### config.mk
export PLATFORM = sky130hd
export DESIGN_NAME = syscfg
export DESIGN_NICKNAME = d
export VERILOG_FILES = /design/src/syscfg_pkg.sv /design/src/syscfg.sv /design/src/syscfg_decode.sv /design/src/syscfg_result.sv /design/src/syscfg_tgt.sv
export SDC_FILE = /design/constraint.sdc
export NUM_CORES = 1
export LEC_CHECK = 0
export BUFFER_PORTS_ARGS = -buffer_cell sky130_fd_sc_hd__buf_2
export CAP_MARGIN = 15
export CELL_PAD_IN_SITES_DETAIL_PLACEMENT = 1
export CELL_PAD_IN_SITES_GLOBAL_PLACEMENT = 1
export CORE_ASPECT_RATIO = 1.1
export CORE_MARGIN = 4
export CORE_UTILIZATION = 26
export DETAILED_ROUTE_END_ITERATION = 7
export PLACE_DENSITY = 0.55
export SLEW_MARGIN = 20
export SYNTH_ARGS = -nofsm -noshare
export SYNTH_HDL_FRONTEND = slang
export SYNTH_SLANG_ARGS = --single-unit
export TNS_END_PERCENT = 30
### constraint.sdc
create_clock -name clk -period 3.7 [get_ports clk]
set_clock_uncertainty 0.2 [all_clocks]
set_input_delay 0.74 -clock clk [delete_from_list [all_inputs] [get_ports clk]]
set_output_delay 0.74 -clock clk [all_outputs]
set_load 0.05 [all_outputs]
### src/syscfg_pkg.sv
`default_nettype none

package syscfg_pkg;

    // ********************
    // Bus widths
    // ********************

    localparam int DATA_W = 32;
    localparam int REG_W  = 2; // Register select field, address bits 3:2.

    // ********************
    // Encodings
    // ********************

    // Register offsets inside one target's 16-byte window.
    typedef enum logic [REG_W-1:0] {
        REG_ACTION,
        REG_STATUS,
        REG_BOOT_ADDR,
        REG_IRQ
    } reg_e;

    // Commands written to REG_ACTION, taken from the low bits of the data.
    typedef enum logic [2:0] {
        OP_NOP,
        OP_PAUSE,
        OP_RESUME,
        OP_RESET,
        OP_RELEASE
    } op_e;

    typedef enum logic [1:0] {
        ST_RUN,
        ST_PAUSING,
        ST_PAUSED,
        ST_RESUMING
    } st_e;

endpackage

`default_nettype wire

### src/syscfg.sv
`default_nettype none

module syscfg #(
    parameter int                 NO_TGTS   = 4,
    parameter logic [NO_TGTS-1:0] BOOTSTRAP = NO_TGTS'(1),
    parameter int                 ADDR_W    = 8
) (
    input  logic                                       clk,
    input  logic                                       rst_n,

    input  logic                                       req,
    input  logic                                       we,
    input  logic [ADDR_W-1:0]                          addr,
    input  logic [syscfg_pkg::DATA_W-1:0]              wdata,
    output logic                                       ack,
    output logic                                       err,
    output logic [syscfg_pkg::DATA_W-1:0]              rdata,

    output logic [NO_TGTS-1:0]                         tgt_rst,
    output logic [NO_TGTS-1:0]                         pause_req,
    input  logic [NO_TGTS-1:0]                         pause_ack,
    output logic [NO_TGTS-1:0][syscfg_pkg::DATA_W-1:0] boot_addr,
    output logic [NO_TGTS-1:0]                         irq
);

    import syscfg_pkg::*;

    localparam int IDX_W = (NO_TGTS > 1) ? $clog2(NO_TGTS) : 1;

    logic [NO_TGTS-1:0]             tgt_sel;
    reg_e                           reg_sel;
    logic                           wr;
    logic [DATA_W-1:0]              wr_data;
    logic                           rd_valid;
    logic                           rd_miss;
    logic [IDX_W-1:0]               rd_tgt;
    logic [NO_TGTS-1:0][DATA_W-1:0] tgt_rd_data;

    // ********************
    // Decode
    // ********************

    syscfg_decode #(
        .NO_TGTS (NO_TGTS),
        .ADDR_W  (ADDR_W),
        .IDX_W   (IDX_W)
    ) u_decode (
        .clk      (clk),
        .rst_n    (rst_n),
        .req      (req),
        .we       (we),
        .addr     (addr),
        .wdata    (wdata),
        .tgt_sel  (tgt_sel),
        .reg_sel  (reg_sel),
        .wr       (wr),
        .wr_data  (wr_data),
        .rd_valid (rd_valid),
        .rd_miss  (rd_miss),
        .rd_tgt   (rd_tgt)
    );

    // ********************
    // Target array
    // ********************

    for (genvar i = 0; i < NO_TGTS; i++) begin : g_tgt
        syscfg_tgt #(
            .BOOT (BOOTSTRAP[i])
        ) u_tgt (
            .clk       (clk),
            .rst_n     (rst_n),
            .sel       (tgt_sel[i]),
            .reg_sel   (reg_sel),
            .wr        (wr),
            .wr_data   (wr_data),
            .rd_data   (tgt_rd_data[i]),
            .tgt_rst   (tgt_rst[i]),
            .pause_req (pause_req[i]),
            .pause_ack (pause_ack[i]),
            .boot_addr (boot_addr[i]),
            .irq       (irq[i])
        );
    end

    syscfg_result #(
        .NO_TGTS (NO_TGTS),
        .IDX_W   (IDX_W)
    ) u_result (
        .clk         (clk),
        .rst_n       (rst_n),
        .rd_valid    (rd_valid),
        .rd_miss     (rd_miss),
        .rd_tgt      (rd_tgt),
        .tgt_rd_data (tgt_rd_data),
        .rdata       (rdata),
        .ack         (ack),
        .err         (err)
    );

endmodule

`default_nettype wire

### src/syscfg_decode.sv
`default_nettype none

module syscfg_decode #(
    parameter int NO_TGTS = 4,
    parameter int ADDR_W  = 8,
    parameter int IDX_W   = 2
) (
    input  logic                          clk,
    input  logic                          rst_n,
    input  logic                          req,
    input  logic                          we,
    input  logic [ADDR_W-1:0]             addr,
    input  logic [syscfg_pkg::DATA_W-1:0] wdata,
    output logic [NO_TGTS-1:0]            tgt_sel,
    output syscfg_pkg::reg_e              reg_sel,
    output logic                          wr,
    output logic [syscfg_pkg::DATA_W-1:0] wr_data,
    output logic                          rd_valid,
    output logic                          rd_miss,
    output logic [IDX_W-1:0]              rd_tgt
);

    import syscfg_pkg::*;

    localparam int TIDX_W = ADDR_W - 4; // Each target owns 16 bytes.

    logic [TIDX_W-1:0]  tgt_idx;
    logic               hit;
    logic [NO_TGTS-1:0] sel_d;

    assign tgt_idx = addr[ADDR_W-1:4];
    assign hit     = int'(tgt_idx) < NO_TGTS;

    always_comb begin
        sel_d = '0;
        for (int i = 0; i < NO_TGTS; i++) begin
            sel_d[i] = (int'(tgt_idx) == i);
        end
    end

    // ********************
    // Request register
    // ********************

    always_ff @(posedge clk) begin
        if (!rst_n) begin
            tgt_sel  <= '0;
            wr       <= 1'b0;
            rd_valid <= 1'b0;
        end else begin
            tgt_sel  <= req ? sel_d : '0;
            wr       <= req && we && hit; // Writes outside the map are dropped.
            rd_valid <= req;
        end
    end

    always_ff @(posedge clk) begin
        if (req) begin
            reg_sel <= reg_e'(addr[REG_W+1:2]);
            wr_data <= wdata;
            rd_miss <= !hit;
            rd_tgt  <= IDX_W'(tgt_idx);
        end
    end

    assert property (@(posedge clk) disable iff (!rst_n) $onehot0(tgt_sel));

endmodule

`default_nettype wire

### src/syscfg_result.sv
`default_nettype none

module syscfg_result #(
    parameter int NO_TGTS = 4,
    parameter int IDX_W   = 2
) (
    input  logic                                       clk,
    input  logic                                       rst_n,
    input  logic                                       rd_valid,
    input  logic                                       rd_miss,
    input  logic [IDX_W-1:0]                           rd_tgt,
    input  logic [NO_TGTS-1:0][syscfg_pkg::DATA_W-1:0] tgt_rd_data,
    output logic [syscfg_pkg::DATA_W-1:0]              rdata,
    output logic                                       ack,
    output logic                                       err
);

    always_ff @(posedge clk) begin
        if (!rst_n) begin
            ack <= 1'b0;
            err <= 1'b0;
        end else begin
            ack <= rd_valid; // Writes are acknowledged like reads.
            err <= rd_valid && rd_miss;
        end
    end

    // The target word is sampled before any write on this edge lands.
    always_ff @(posedge clk) begin
        if (rd_valid) begin
            rdata <= rd_miss ? '0 : tgt_rd_data[rd_tgt];
        end
    end

    assert property (@(posedge clk) disable iff (!rst_n) err |-> ack);

endmodule

`default_nettype wire

### src/syscfg_tgt.sv
`default_nettype none

module syscfg_tgt #(
    parameter bit BOOT = 1'b0
) (
    input  logic                          clk,
    input  logic                          rst_n,
    input  logic                          sel,
    input  syscfg_pkg::reg_e              reg_sel,
    input  logic                          wr,
    input  logic [syscfg_pkg::DATA_W-1:0] wr_data,
    output logic [syscfg_pkg::DATA_W-1:0] rd_data,
    output logic                          tgt_rst,
    output logic                          pause_req,
    input  logic                          pause_ack,
    output logic [syscfg_pkg::DATA_W-1:0] boot_addr,
    output logic                          irq
);

    import syscfg_pkg::*;

    st_e  st;
    op_e  op;
    logic wr_act;
    logic wr_boot;
    logic wr_irq;

    assign op      = op_e'(wr_data[2:0]);
    assign wr_act  = sel && wr && (reg_sel == REG_ACTION);
    assign wr_boot = sel && wr && (reg_sel == REG_BOOT_ADDR);
    assign wr_irq  = sel && wr && (reg_sel == REG_IRQ);

    // ********************
    // Pause FSM
    // ********************

    // A bootstrap target leaves reset running, all others stay parked.
    always_ff @(posedge clk) begin
        if (!rst_n) begin
            st        <= BOOT ? ST_RUN : ST_PAUSED;
            pause_req <= !BOOT;
        end else begin
            case (st)
                ST_RUN: begin
                    if (wr_act && op == OP_PAUSE) begin
                        st        <= ST_PAUSING;
                        pause_req <= 1'b1;
                    end
                end
                ST_PAUSING: begin
                    if (pause_ack) st <= ST_PAUSED;
                end
                ST_PAUSED: begin
                    if (wr_act && op == OP_RESUME) begin
                        st        <= ST_RESUMING;
                        pause_req <= 1'b0;
                    end
                end
                ST_RESUMING: begin
                    if (!pause_ack) st <= ST_RUN; // Subsystem has let go.
                end
                default: st <= ST_RUN;
            endcase
        end
    end

    // Reset may only be applied to a subsystem that is fully paused.
    always_ff @(posedge clk) begin
        if (!rst_n) begin
            tgt_rst <= !BOOT;
        end else if (wr_act && op == OP_RESET && st == ST_PAUSED) begin
            tgt_rst <= 1'b1;
        end else if (wr_act && op == OP_RELEASE) begin
            tgt_rst <= 1'b0;
        end
    end

    // ********************
    // Config registers
    // ********************

    always_ff @(posedge clk) begin
        if (!rst_n) begin
            boot_addr <= '0;
            irq       <= 1'b0;
        end else begin
            if (wr_boot) boot_addr <= wr_data;
            if (wr_irq) irq <= wr_data[0];
        end
    end

    always_comb begin
        rd_data = '0;
        case (reg_sel)
            REG_STATUS: begin
                rd_data[1:0] = st;
                rd_data[2]   = tgt_rst;
            end
            REG_BOOT_ADDR: rd_data = boot_addr;
            REG_IRQ:       rd_data[0] = irq;
            default:       rd_data = '0; // The action register reads as zero.
        endcase
    end

    assert property (@(posedge clk) disable iff (!rst_n)
        $rose(tgt_rst) |-> $past(st) == ST_PAUSED);

    assert property (@(posedge clk) disable iff (!rst_n)
        pause_req == (st == ST_PAUSING || st == ST_PAUSED));

endmodule

`default_nettype wire
# --- After elaboration in Yosys (flattened, before gate mapping) ---
# Index checks and enable logic that the tools add are counted.
word_totals:
  ff_bits: 225
  inputBits: 48
  output_inout_bits: 174
  elab_cells: 182
op_classes:
  n_lt_le_gt_ge: 2
  n_eq_ne: 38
  mux: 48
  n_bitwise: 1
  n_reduce_logical: 63
ops:
  columns: ["operator", "n"]
  rows:
  - ["29-bit two-way mux", 4]
  - ["32-bit binary-select mux with 2-bit select", 1]
  - ["1-bit logical AND", 39]
  - ["2-bit two-way mux", 16]
  - ["32-bit two-way mux", 1]
  - ["2-bit one-hot mux with 4 select lines", 4]
  - ["2-bit == test, second input constant", 10]
  - ["2-bit by 1-bit != test with 1-bit output, second input constant", 8]
  - ["2-bit != test, second input constant", 8]
  - ["2-bit one-hot mux with 2 select lines", 4]
  - ["4-bit AND reduction", 4]
  - ["1-bit one-hot mux with 3 select lines", 4]
  - ["3-bit AND reduction", 4]
  - ["2-bit by 1-bit == test with 1-bit output, second input constant", 5]
  - ["2-bit zero test", 5]
  - ["1-bit two-way mux", 10]
  - ["2-bit nonzero test", 5]
  - ["4-bit by 3-bit == test with 1-bit output, second input constant", 2]
  - ["1-bit one-hot mux with 2 select lines", 4]
  - ["3-bit by 2-bit == test with 1-bit output, second input constant", 2]
  - ["2-bit OR reduction", 3]
  - ["4-bit by 2-bit == test with 1-bit output, second input constant", 1]
  - ["4-bit zero test", 1]
  - ["4-bit by 3-bit < comparator with 1-bit output, second input constant", 1]
  - ["6 further kinds", 6]

# --- Longest topological paths before layout ---
# Gate-level depths: netlist of run 1.
logic_depth:
  word_depth: 5
  depth_mapped: 8
  ltp_nobuf: 6

# --- By module ---
# A second synthesis of run 1 with hierarchy kept.
hier_totals:
  hier_cells: 1095
  hier_area_um2: 10655.2
modules_own_cells:
  columns: ["mod", "instances", "cells_per_inst", "area_each_um2", "seq_area_each_um2"]
  rows:
  - ["syscfg_tgt (g_tgt[1].u_tgt ...)", 2, 223, 1829.3, 740.7]
  - ["syscfg_result", 1, 148, 2004.4, 1001.0]
  - ["syscfg_tgt (g_tgt[0].u_tgt)", 1, 229, 1835.5, 740.7]
  - ["syscfg_tgt (g_tgt[3].u_tgt)", 1, 220, 1828.0, 740.7]
  - ["syscfg_decode", 1, 52, 1328.8, 1231.2]

# --- Worst setup path before layout of run 1 ---
# Ideal clock, no wire load.
synth_timing:
  path_kind: "register -> register"
  start: "register u_decode.reg_sel[1]"
  end: "register u_result.rdata[0] (netlist bit) (data pin)"
  setup_ns: 0.157
  arrival_time_ns: 1.589
  t_required_ns: 3.343
  setup_slack_ns: 1.755
  path_stages_with_launch: 7
  path_buffers: 1
  period_less_slack_ns: 1.945
  path_cell_list: "edfxtp_1 inv_1 ha_1 clkbuf_1 a222oi_1 mux4_2 nor3_1"
synth_via:
  elab_chain_len: 4
  elab_cells_between_ends: 9
  cone_classes: "3 x eq/ne; 6 x mux"
synth_rtl:
  columns: ["element", "line", "source"]
  rows:
  - ["from (decl)", "syscfg_decode.sv:15", "output syscfg_pkg::reg_e reg_sel,"]
  - ["from (signal assigned)", "syscfg_decode.sv:59", "reg_sel <= reg_e'(addr[REG_W+1:2]);"]
  - ["2-bit == test or 2-bit by 1-bit == test with 1-bit output (tied branches)", "syscfg_tgt.sv:94", "case (reg_sel)"]
  - ["1-bit one-hot mux with 3 select lines", "syscfg_tgt.sv:94", null]
  - ["32-bit binary-select mux with 2-bit select *", "syscfg_result.sv:31", "rdata <= rd_miss ? '0 : tgt_rd_data[rd_tgt];"]
  - ["32-bit two-way mux (not written as such) *", "syscfg_result.sv:31", null]
  - ["to (signal assigned)", "syscfg_result.sv:31", null]
  - ["to (decl)", "syscfg_result.sv:13", "output logic [syscfg_pkg::DATA_W-1:0] rdata,"]
# Mark *: on every way between the ends. The rest lies on a longest branch, timed or not. The select of a mux whose other input is x is not followed.
# A chain may end at the register's enable or synchronous reset.

# --- Worst setup path after layout of run 1 ---
layout_timing:
  start: "register u_decode.reg_sel[0]"
  end: "register g_tgt[0].u_tgt.boot_addr[27] (netlist bit)"
layout_via:
  elab_chain_len: 2
layout_rtl:
  columns: ["element", "line", "source"]
  rows:
  - ["2-bit == test", "syscfg_tgt.sv:30", "assign wr_boot = sel && wr && (reg_sel == REG_BOOT_ADDR);"]
  - ["1-bit logical AND", "syscfg_tgt.sv:30", null]
  - ["to (signal assigned)", "syscfg_tgt.sv:87", "if (wr_boot) boot_addr <= wr_data;"]
  - ["to (decl)", "syscfg_tgt.sv:16", "output logic [syscfg_pkg::DATA_W-1:0] boot_addr,"]
# Every way passes these cells.

==> results of run 1 <==
cells in the mapped netlist (2+ instances only):
| master | n |
|---|---|
| clkbuf_1 | 50 |
| o41ai_1 | 2 |
| and3_1 | 8 |
| a221oi_1 | 4 |
| nand4_1 | 2 |
| a22oi_1 | 4 |
| o21ai_1 | 3 |
| o211ai_1 | 6 |
| buf_6 | 2 |
| nor2b_1 | 29 |
| o21ai_0 | 8 |
| o21a_1 | 2 |
| a31oi_1 | 3 |
| ha_1 | 24 |
| nand3_1 | 15 |
| dfxtp_1 | 156 |
| inv_1 | 14 |
| buf_2 | 10 |
| a211oi_1 | 3 |
| a21oi_1 | 135 |
| and2_1 | 2 |
| o21ai_4 | 2 |
| nor2_1 | 14 |
| nand2_1 | 266 |
| and3b_1 | 2 |
| buf_4 | 13 |
| a222oi_1 | 4 |
| mux4_2 | 30 |
| mux2i_1 | 10 |
| edfxtp_1 | 69 |
| nand2b_1 | 3 |
registers in the layout, summed over array words and instances (netlist names):
name,count
u_decode.rd_tgt,2
u_result.rdata,32
u_decode.reg_sel,2
g_tgt.u_tgt.boot_addr,128
g_tgt.u_tgt.pause_req,4
g_tgt.u_tgt.st,8
u_decode.rd_miss,1
u_result.err,1
u_decode.rd_valid,1
u_decode.tgt_sel,4
u_result.ack,1
u_decode.wr,1
g_tgt.u_tgt.tgt_rst,4
g_tgt.u_tgt.irq,4
u_decode.wr_data,32
kinds of logic (layout without fill, tap and decap cells):
group,after synthesis,count (layout),share of synthesized area (%)
mux,40,40,8.43
simple gates,350,350,16.2
flops,225,225,56.5
fa+ha+maj,24,24,3.26
compound gates,180,180,11.1
buf+inv,90,303,4.50
worst max-delay path, stage by stage, from the launching register on:
cell,delay [ns]
edfxtp_1,0.42
inv_1,0.11
ha_1,0.17
buf_4,0.26
nand3_2,0.48
buf_4,0.44
nand2_1,0.10
a21oi_1,0.06
worst max-delay path by stage:
stage,startpoint,to,slack [ns]
final,u_decode.reg_sel[0],g_tgt[0].u_tgt.boot_addr[27],1.29
after global routing,u_decode.reg_sel[0],g_tgt[0].u_tgt.boot_addr[15],1.13
after CTS,u_decode.reg_sel[0],g_tgt[0].u_tgt.boot_addr[27],1.27
after detailed placement,rst_n,g_tgt[2].u_tgt.boot_addr[14],1.20
after global placement,rst_n,g_tgt[0].u_tgt.boot_addr[14],1.21
after floorplan,u_decode.reg_sel[1],u_result.rdata[0],1.75
power breakdown:
group          switching (mW)  internal, mW  total [mW]
registers              0.0971          2.62        2.72
clock network            1.06          1.49        2.55
logic                   0.330         0.188       0.517
per-layer routing:
layer / vias up / global-route usage (%) / wire length [um]
li1: 3510 / - / -
met1: 3685 / 21.4 / 14600
met2: 156 / 28.7 / 16200
met3: 36 / 2.83 / 1380
met4: 0 / 3.88 / 592
met5: - / 0 / 0
through the flow:
step                instance area, um2  cells  util, %
floorplan                         9200    909        -
global placement                 10700   1518     30.6
detailed placement               10700   1518     30.6
CTS                              11600   1566     33.0
global route                     11600   1566     33.0
finish                           11600   1566     33.0
final cells by class:
cell class,instances,area share (%)
Sequential cell,225,44.9
Timing Repair Buffer,241,11.3
Clock buffer,41,6.62
Multi-Input combinational cell,594,31.3
Inverter,14,0.475
Tap cell,444,4.80
Clock inverter,7,0.648
==> flow_metrics.py, run 1 <==
metrics = {
    "global_route": {
        "grt_pass1_vias": 7754,
        "grt_max_degree": 70,
        "grt_pass1_wl_um": 48900,
        "grt_overflow": 0,
        "grt_antenna_before_repair": 0,
        "grtUsageTotal_pct": 16.5,
    },
    "clock_network": {
        "cts_setup_buffers": 0,
        "clk_pin_slew_ns": 0.06,
        "clock_sinks": 225,
        "clock_path_buffers": 3,
        "cts_tree": "built",
        "root_buffer": "clkbuf_16",
        "h-tree-depth": 1,
        "clk-insertion-delay-late_ns": 0.54,
        "cts_made_buffers": 26,
        "cts_hold_buffers": 0,
        "cts_resized": 0,
    },
    "routing": {
        "drt-wirelength-per-cell_um": 21.0,
        "drt_wl_total_um": 32800,
        "vias": 7387,
        "drtIter0Drc": 338,
        "drc_errors": 0,
        "viasPerCell": 4.72,
        "ant_nets": 0,
        "drt-pass1-iter-count": 6,
    },
    "timing": {
        "hold_viol_final": 0,
        "setup_tns_ns": 0,
        "fin_crit_sh_pct": 65.0,
        "slew_viol_final": 0,
        "setup_violations": 0,
        "timing.final.ws_setup_ns": 1.29,
        "holdWs_ns": 0.176,
        "finalCriticalPeriod_ns": 2.41,
        "rsz0062_at_grt": "no",
        "max_freq_mhz": 416,
        "worst_pin_slew_ns": 0.872,
        "slew_headroom_pct": 41.8,
    },
    "final_layout": {
        "drive_above_1_share_pct": 29.1,
        "register_area_um2": 5200,
        "layout_commonest_cell": "nand2_1",
        "final_cell_mix": "nand2_1 (266), buf_2 (219), dfxtp_1 (155)",
        "area_growth_pct": 25.9,
        "nets": 1174,
        "multi_input_area_um2": 3620,
        "fillers": 4024,
        "antenna_cells": 0,
    },
    "setup_path": {
        "worst_setup_path_start_kind": "register",
        "crit_type": "reg -> reg",
        "crit_fanout": 20,
        "r2r-end": "g_tgt[0].u_tgt.boot_addr[27]",
        "endpoint_kind": "register",
        "timing.rr.start": "u_decode.reg_sel[0]",
        "rrSetupSlack_ns": 1.29,
        "rr_worst_depth": 7,
        "cp_data_arrival_time_ns": 2.58,
        "worstPathRequired_ns": 3.88,
    },
    "yosys": {
        "avgSynthCellArea_um2": 10.1,
        "syn-num-nets": 981,
        "synth_warnings": 0,
        "synth_edf_count": 69,
        "synth.cell_area_um2": 9200,
        "netlist.area_leader.share_pct": 33.9,
        "synth_area_leaders": "dfxtp_1 (34%), edfxtp_1 (23%), nand2_1 (11%)",
        "yosys_register_bits": 225,
        "ys_types": 45,
        "yosysTopAreaCell": "dfxtp_1",
        "async_reset_ff_share_pct": 0,
        "netlist_instances": 909,
        "ys_seq_area_share_pct": 56.5,
        "ys.flop_type": "dfxtp_1",
    },
    "worst_hold_path": {
        "hold_depth": 1,
        "min_to": "u_decode.wr_data[20]",
        "min_from": "wdata[20]",
        "worstHoldPathType": "in -> reg",
    },
    "pwr": {
        "p_per_area_nw_per_um2": 500,
        "ir_worst_vdd_mv": 0.289,
        "p_total_mw": 5.78,
        "leakage_nw": 4.56,
    },
    "placed_design": {
        "post-place-ws_ns": 1.20,
        "io_buffers": 219,
        "dp_hpwl_um": 21500,
        "gp_routability_congestion": 0.772,
    },
    "floorplanning": {
        "placementRows": 72,
        "die_w_um": 187,
        "die-area_um2": 38500,
        "core_um2": 35000,
        "io-pin-count": 222,
        "start_util_pct": 26.3,
        "die_h_um": 205,
    },
    "outcome": {
        "status": "complete, no violations",
    },
    "run": {
        "maxCapViolCount": 0,
    },
}
No activity file was read; power rests on OpenSTA's default activity.
==> run 2, diff against run 1 <==
- clock period: 3.7 -> 2.4 ns (I/O delays scaled with it)
==> flow_metrics.py, run 2 (synthesized netlist as in run 1, its figures left out) <==
metrics = {
    "floorplanning": {
        "die_w_um": 187,
        "die_h_um": 205,
        "placementRows": 72,
        "core_um2": 35000,
        "io-pin-count": 222,
        "die-area_um2": 38500,
        "start_util_pct": 26.3,
    },
    "clock_network": {
        "clk_pin_slew_ns": 0.06,
        "clock_sinks": 225,
        "root_buffer": "clkbuf_16",
        "cts_resized": 0,
        "clk-insertion-delay-late_ns": 0.54,
        "cts_made_buffers": 27,
        "h-tree-depth": 1,
        "clock_path_buffers": 3,
        "cts_tree": "built",
        "cts_setup_buffers": 0,
    },
    "final_layout": {
        "final_cell_mix": "nand2_1 (266), buf_2 (219), dfxtp_1 (155)",
        "regMostFlops": "g_tgt.u_tgt.boot_addr",
        "nets": 1219,
        "largest_reg_flops": 128,
        "antenna_cells": 0,
        "design_area_um2": 12200,
        "top_regs": "g_tgt.u_tgt.boot_addr (128), u_decode.wr_data (32), u_result.rdata (32)",
        "area_growth_pct": 32.4,
        "final_util_pct": 34.8,
        "drive_above_1_share_pct": 28.9,
        "layout_commonest_cell": "nand2_1",
    },
    "setup_path": {
        "slowest_stage": "ha_1",
        "worst_setup_path_start_kind": "register",
        "timing.rr.start": "u_decode.reg_sel[0]",
        "r2r-end": "u_result.rdata[0]",
        "worstPathRequired_ns": 2.58,
        "crit_chain": "inv_1 > ha_1 > a222oi_1 > mux4_2 > nor3_1",
        "critical_path.max_stage_delay_ns": 0.53,
        "crit_fanout": 14,
        "crit_type": "reg -> reg",
        "cp_data_arrival_time_ns": 2.40,
        "endpoint_kind": "register",
        "critPathTopFamily": "adder cells",
        "rr_worst_depth": 5,
        "rrSetupSlack_ns": 0.18,
        "path_buf_inv": 1,
    },
    "timing": {
        "setup_tns_ns": 0,
        "slew_viol_final": 0,
        "fin_crit_sh_pct": 92.5,
        "slew_headroom_pct": 61.3,
        "max_freq_mhz": 451,
        "hold_viol_final": 0,
        "finalCriticalPeriod_ns": 2.22,
        "setup_violations": 0,
        "rsz0062_at_grt": "no",
        "worst_pin_slew_ns": 0.580,
        "timing.final.ws_setup_ns": 0.181,
    },
    "routing": {
        "ant_nets": 0,
        "viasPerCell": 4.70,
        "drtIter0Drc": 331,
        "drt-wirelength-per-cell_um": 20.1,
        "drt_wl_total_um": 32400,
        "vias": 7580,
        "drc_errors": 0,
        "drt-pass1-iter-count": 5,
    },
    "pwr": {
        "p_per_area_nw_per_um2": 763,
        "ir_worst_vdd_mv": 0.431,
        "leakage_nw": 4.82,
    },
    "worst_hold_path": {
        "worstHoldPathType": "in -> reg",
        "min_from": "addr[6]",
        "min_to": "u_decode.tgt_sel[0]",
        "hold_depth": 3,
    },
    "outcome": {
        "status": "complete, no violations",
    },
    "global_route": {
        "grt_pass1_vias": 7593,
        "grtUsageTotal_pct": 16.2,
        "grt_antenna_before_repair": 1,
        "grt_pass1_wl_um": 48700,
        "grt_overflow": 0,
        "grt_max_degree": 69,
    },
    "placed_design": {
        "io_buffers": 219,
        "post-place-ws_ns": 0.208,
        "gp_routability_congestion": 0.761,
        "dp_hpwl_um": 21600,
        "postPlaceCellArea_um2": 10900,
    },
    "run": {
        "maxCapViolCount": 0,
    },
}
-- run 2: cell count changes in the layout (fill, tap and decap cells not counted), sizes merged --
cell / before / now
buf: 241 / 247
bufinv: 1 / 2
clkbuf: 41 / 40
clkinv: 6 / 5
clkinvlp: 0 / 1
dlygate4sd3: 0 / 38
inv: 14 / 16
-- run 2: worst register-to-register path, delay by kind of cell (launching register included) --
family                     cells  cell delay, ns
muxes                          1            0.49
DFF                            1            0.42
buffers and inverters          1            0.11
and+or+nand+nor                1            0.14
adders and majority gates      1            0.53
AOI/OAI and AO/OA              1            0.18
-- run 2: metal layers --
metal	vias up	track usage [%]	wire length, um
li1	3606	-	-
met1	3766	21.7	14400
met2	175	28.2	16100
met3	33	2.48	1530
met4	0	3.06	443
met5	-	0	0
-- run 2: worst max-delay path by stage --
stage / startpoint / end / slack (ns) / cells past startpoint
final: u_decode.reg_sel[0] / u_result.rdata[0] / 0.18 / 5
after global routing: u_decode.reg_sel[0] / u_result.rdata[1] / 0.06 / 7
after CTS: u_decode.reg_sel[0] / u_result.rdata[0] / 0.21 / 5
after detailed placement: u_decode.reg_sel[0] / u_result.rdata[0] / 0.21 / 5
after global placement: u_decode.reg_sel[0] / u_result.rdata[0] / 0.25 / 5
after floorplan: u_decode.reg_sel[1] / u_result.rdata[0] / 0.45 / 6
-- run 2: timing repair --
item,CTS,global route
endpoints found under the setup margin,0,0
hold buffers,38,0
endpoints found under the hold margin,39,0
-- run 2: cell type report --
| cell class | count | area [um2] |
|---|---|---|
| well taps | 444 | 556 |
| inverters | 14 | 55.1 |
| fillers | 3981 | 22900 |
| flip-flops and latches | 225 | 5200 |
| multi-input cells | 594 | 3620 |
| clock buffers | 40 | 806 |
| repair buffers | 285 | 1820 |
| clock inverters | 10 | 126 |
-- run 2: per-stage QoR --
step	power [mW]	hold slack [ns]	instances
finish	9.29	0.0558	1612
global route	9.71	0.0566	1612
CTS	9.42	0.0347	1612
detailed placement	5.11	0.258	1524
global placement	5.09	0.256	1524
floorplan	4.78	0.267	909
-- run 2: report_power, final --
group,internal (mW),switching [mW]
Clock,2.56,1.68
Sequential,4.04,0.152
Combinational,0.346,0.518
Total,6.94,2.35
==> run 3, diff against run 2 <==
- REMOVE_ABC_BUFFERS: not set -> 1
- SETUP_SLACK_MARGIN: not set -> 0.2
- TNS_END_PERCENT: 30 -> not set
==> flow_metrics.py, run 3 (synthesized netlist as in run 1, its figures left out) <==
metrics = {
    "floorplanning": {
        "start_util_pct": 26.3,
        "placementRows": 72,
        "die_w_um": 187,
        "die_h_um": 205,
        "die-area_um2": 38500,
        "io-pin-count": 222,
        "core_um2": 35000,
    },
    "setup_path": {
        "endpoint_kind": "register",
        "crit_type": "reg -> reg",
        "worst_setup_path_start_kind": "register",
        "crit_fanout": 21,
        "cp_data_arrival_time_ns": 2.17,
        "worstPathRequired_ns": 2.55,
    },
    "final_layout": {
        "regMostFlops": "g_tgt.u_tgt.boot_addr",
        "drive_above_1_share_pct": 28.8,
        "design_area_um2": 12200,
        "fillers": 3969,
        "area_growth_pct": 32.4,
        "antenna_cells": 0,
        "nets": 1214,
        "largest_reg_flops": 128,
        "layout_commonest_cell": "nand2_1",
        "final_cell_mix": "nand2_1 (266), buf_2 (219), dfxtp_1 (155)",
        "final_util_pct": 34.8,
        "top_regs": "g_tgt.u_tgt.boot_addr (128), u_decode.wr_data (32), u_result.rdata (32)",
    },
    "placed_design": {
        "postPlaceCellArea_um2": 10900,
        "dp_hpwl_um": 21100,
        "io_buffers": 219,
        "gp_routability_congestion": 0.760,
    },
    "timing": {
        "slew_headroom_pct": 66.2,
        "rsz0062_at_grt": "no",
        "setup_violations": 0,
        "hold_viol_final": 0,
        "slew_viol_final": 0,
        "fin_crit_sh_pct": 84.4,
        "finalCriticalPeriod_ns": 2.03,
        "holdWs_ns": 0.0349,
        "worst_pin_slew_ns": 0.507,
        "max_freq_mhz": 494,
    },
    "routing": {
        "drtIter0Drc": 383,
        "drc_errors": 0,
        "drt-pass1-iter-count": 4,
        "drt_wl_total_um": 32200,
        "viasPerCell": 4.70,
        "routed.top_layer": "met4",
        "wl_met3_um": 1610,
        "ant_nets": 0,
        "wl_met1_um": 14100,
        "drt-wirelength-per-cell_um": 20.0,
        "vias": 7553,
        "met2_length_um": 15800,
    },
    "run": {
        "maxCapViolCount": 0,
    },
    "clock_network": {
        "clock_path_buffers": 3,
        "h-tree-depth": 1,
        "cts_tree": "built",
        "cts_setup_buffers": 0,
        "cts_made_buffers": 26,
        "clock_sinks": 225,
        "clk_pin_slew_ns": 0.06,
        "clk-insertion-delay-late_ns": 0.54,
        "root_buffer": "clkbuf_16",
    },
    "worst_hold_path": {
        "worstHoldPathType": "in -> reg",
    },
    "global_route": {
        "grt_pass1_vias": 7954,
        "grt_overflow": 0,
        "grt_max_degree": 57,
        "grtUsageTotal_pct": 16.3,
        "grt_antenna_before_repair": 0,
        "grt_pass1_wl_um": 48800,
    },
    "outcome": {
        "status": "complete, no violations",
    },
    "pwr": {
        "p_per_area_nw_per_um2": 761,
        "p_total_mw": 9.27,
        "leakage_nw": 4.82,
        "ir_worst_vdd_mv": 0.446,
    },
}
## run 3: changes by cell type in the layout (fill, tap and decap cells not counted), sizes merged
cell / delta
buf: -4
clkbuf: +3
clkinv: -2
inv: -2
clkinvlp: -1
## run 3: metrics by stage
step / worst slack (ns) / setup TNS [ns] / std cells
final: 0.374 / 0 / 1606
after floorplan: -0.580 / -71.61 / 833
after global routing: 0.236 / 0 / 1606
after CTS: 0.270 / 0 / 1606
after global placement: 0.326 / 0 / 1520
after detailed placement: 0.294 / 0 / 1520
## run 3: power breakdown
group          internal (mW)  switching (mW)  total [mW]
Clock                   2.60            1.62        4.23
Sequential              4.04           0.134        4.17
Combinational          0.345           0.527       0.872
## run 3: final cells by class
cell class / count / area, um2 / share of cell area [%]
Sequential cell: 225 / 5200 / 42.7
Multi-Input combinational cell: 594 / 3620 / 29.8
Timing Repair Buffer: 281 / 1820 / 14.9
Clock buffer: 43 / 845 / 6.93
Tap cell: 444 / 556 / 4.56
Clock inverter: 5 / 85.1 / 0.699
Inverter: 14 / 55.1 / 0.452
## run 3: layer usage
| metal | global-route usage, % | vias to the layer above |
|---|---|---|
| li1 | - | 3598 |
| met1 | 20.8 | 3734 |
| met2 | 28.7 | 180 |
| met3 | 3.00 | 41 |
| met4 | 3.91 | 0 |
| met5 | 0 | - |
## run 3: repair_timing
item	in CTS	in global routing
hold endpoints to repair	39	0
resized for setup	0	3
hold buffers	38	0
setup endpoints to repair	0	5
## run 3: path summary, 6_finish.rpt
check | from | endpoint | slack (ns) | cells past startpoint
setup / recovery | u_decode.reg_sel[0] | u_result.rdata[0] | 0.37 | 6
hold / removal | addr[6] | u_decode.tgt_sel[0] | 0.03 | 3
setup reg to reg | u_decode.reg_sel[0] | u_result.rdata[0] | 0.37 | 6
hold reg to reg | g_tgt[1].u_tgt.boot_addr[8] | g_tgt[1].u_tgt.boot_addr[8] | 0.27 | 2
## run 3: worst max-delay path, stage by stage, from the launching register on
cell and delay (ns):
edfxtp_1 0.42, inv_1 0.11, ha_1 0.20, buf_12 0.17, a222oi_1 0.10, mux4_2 0.48
nor3_1 0.18
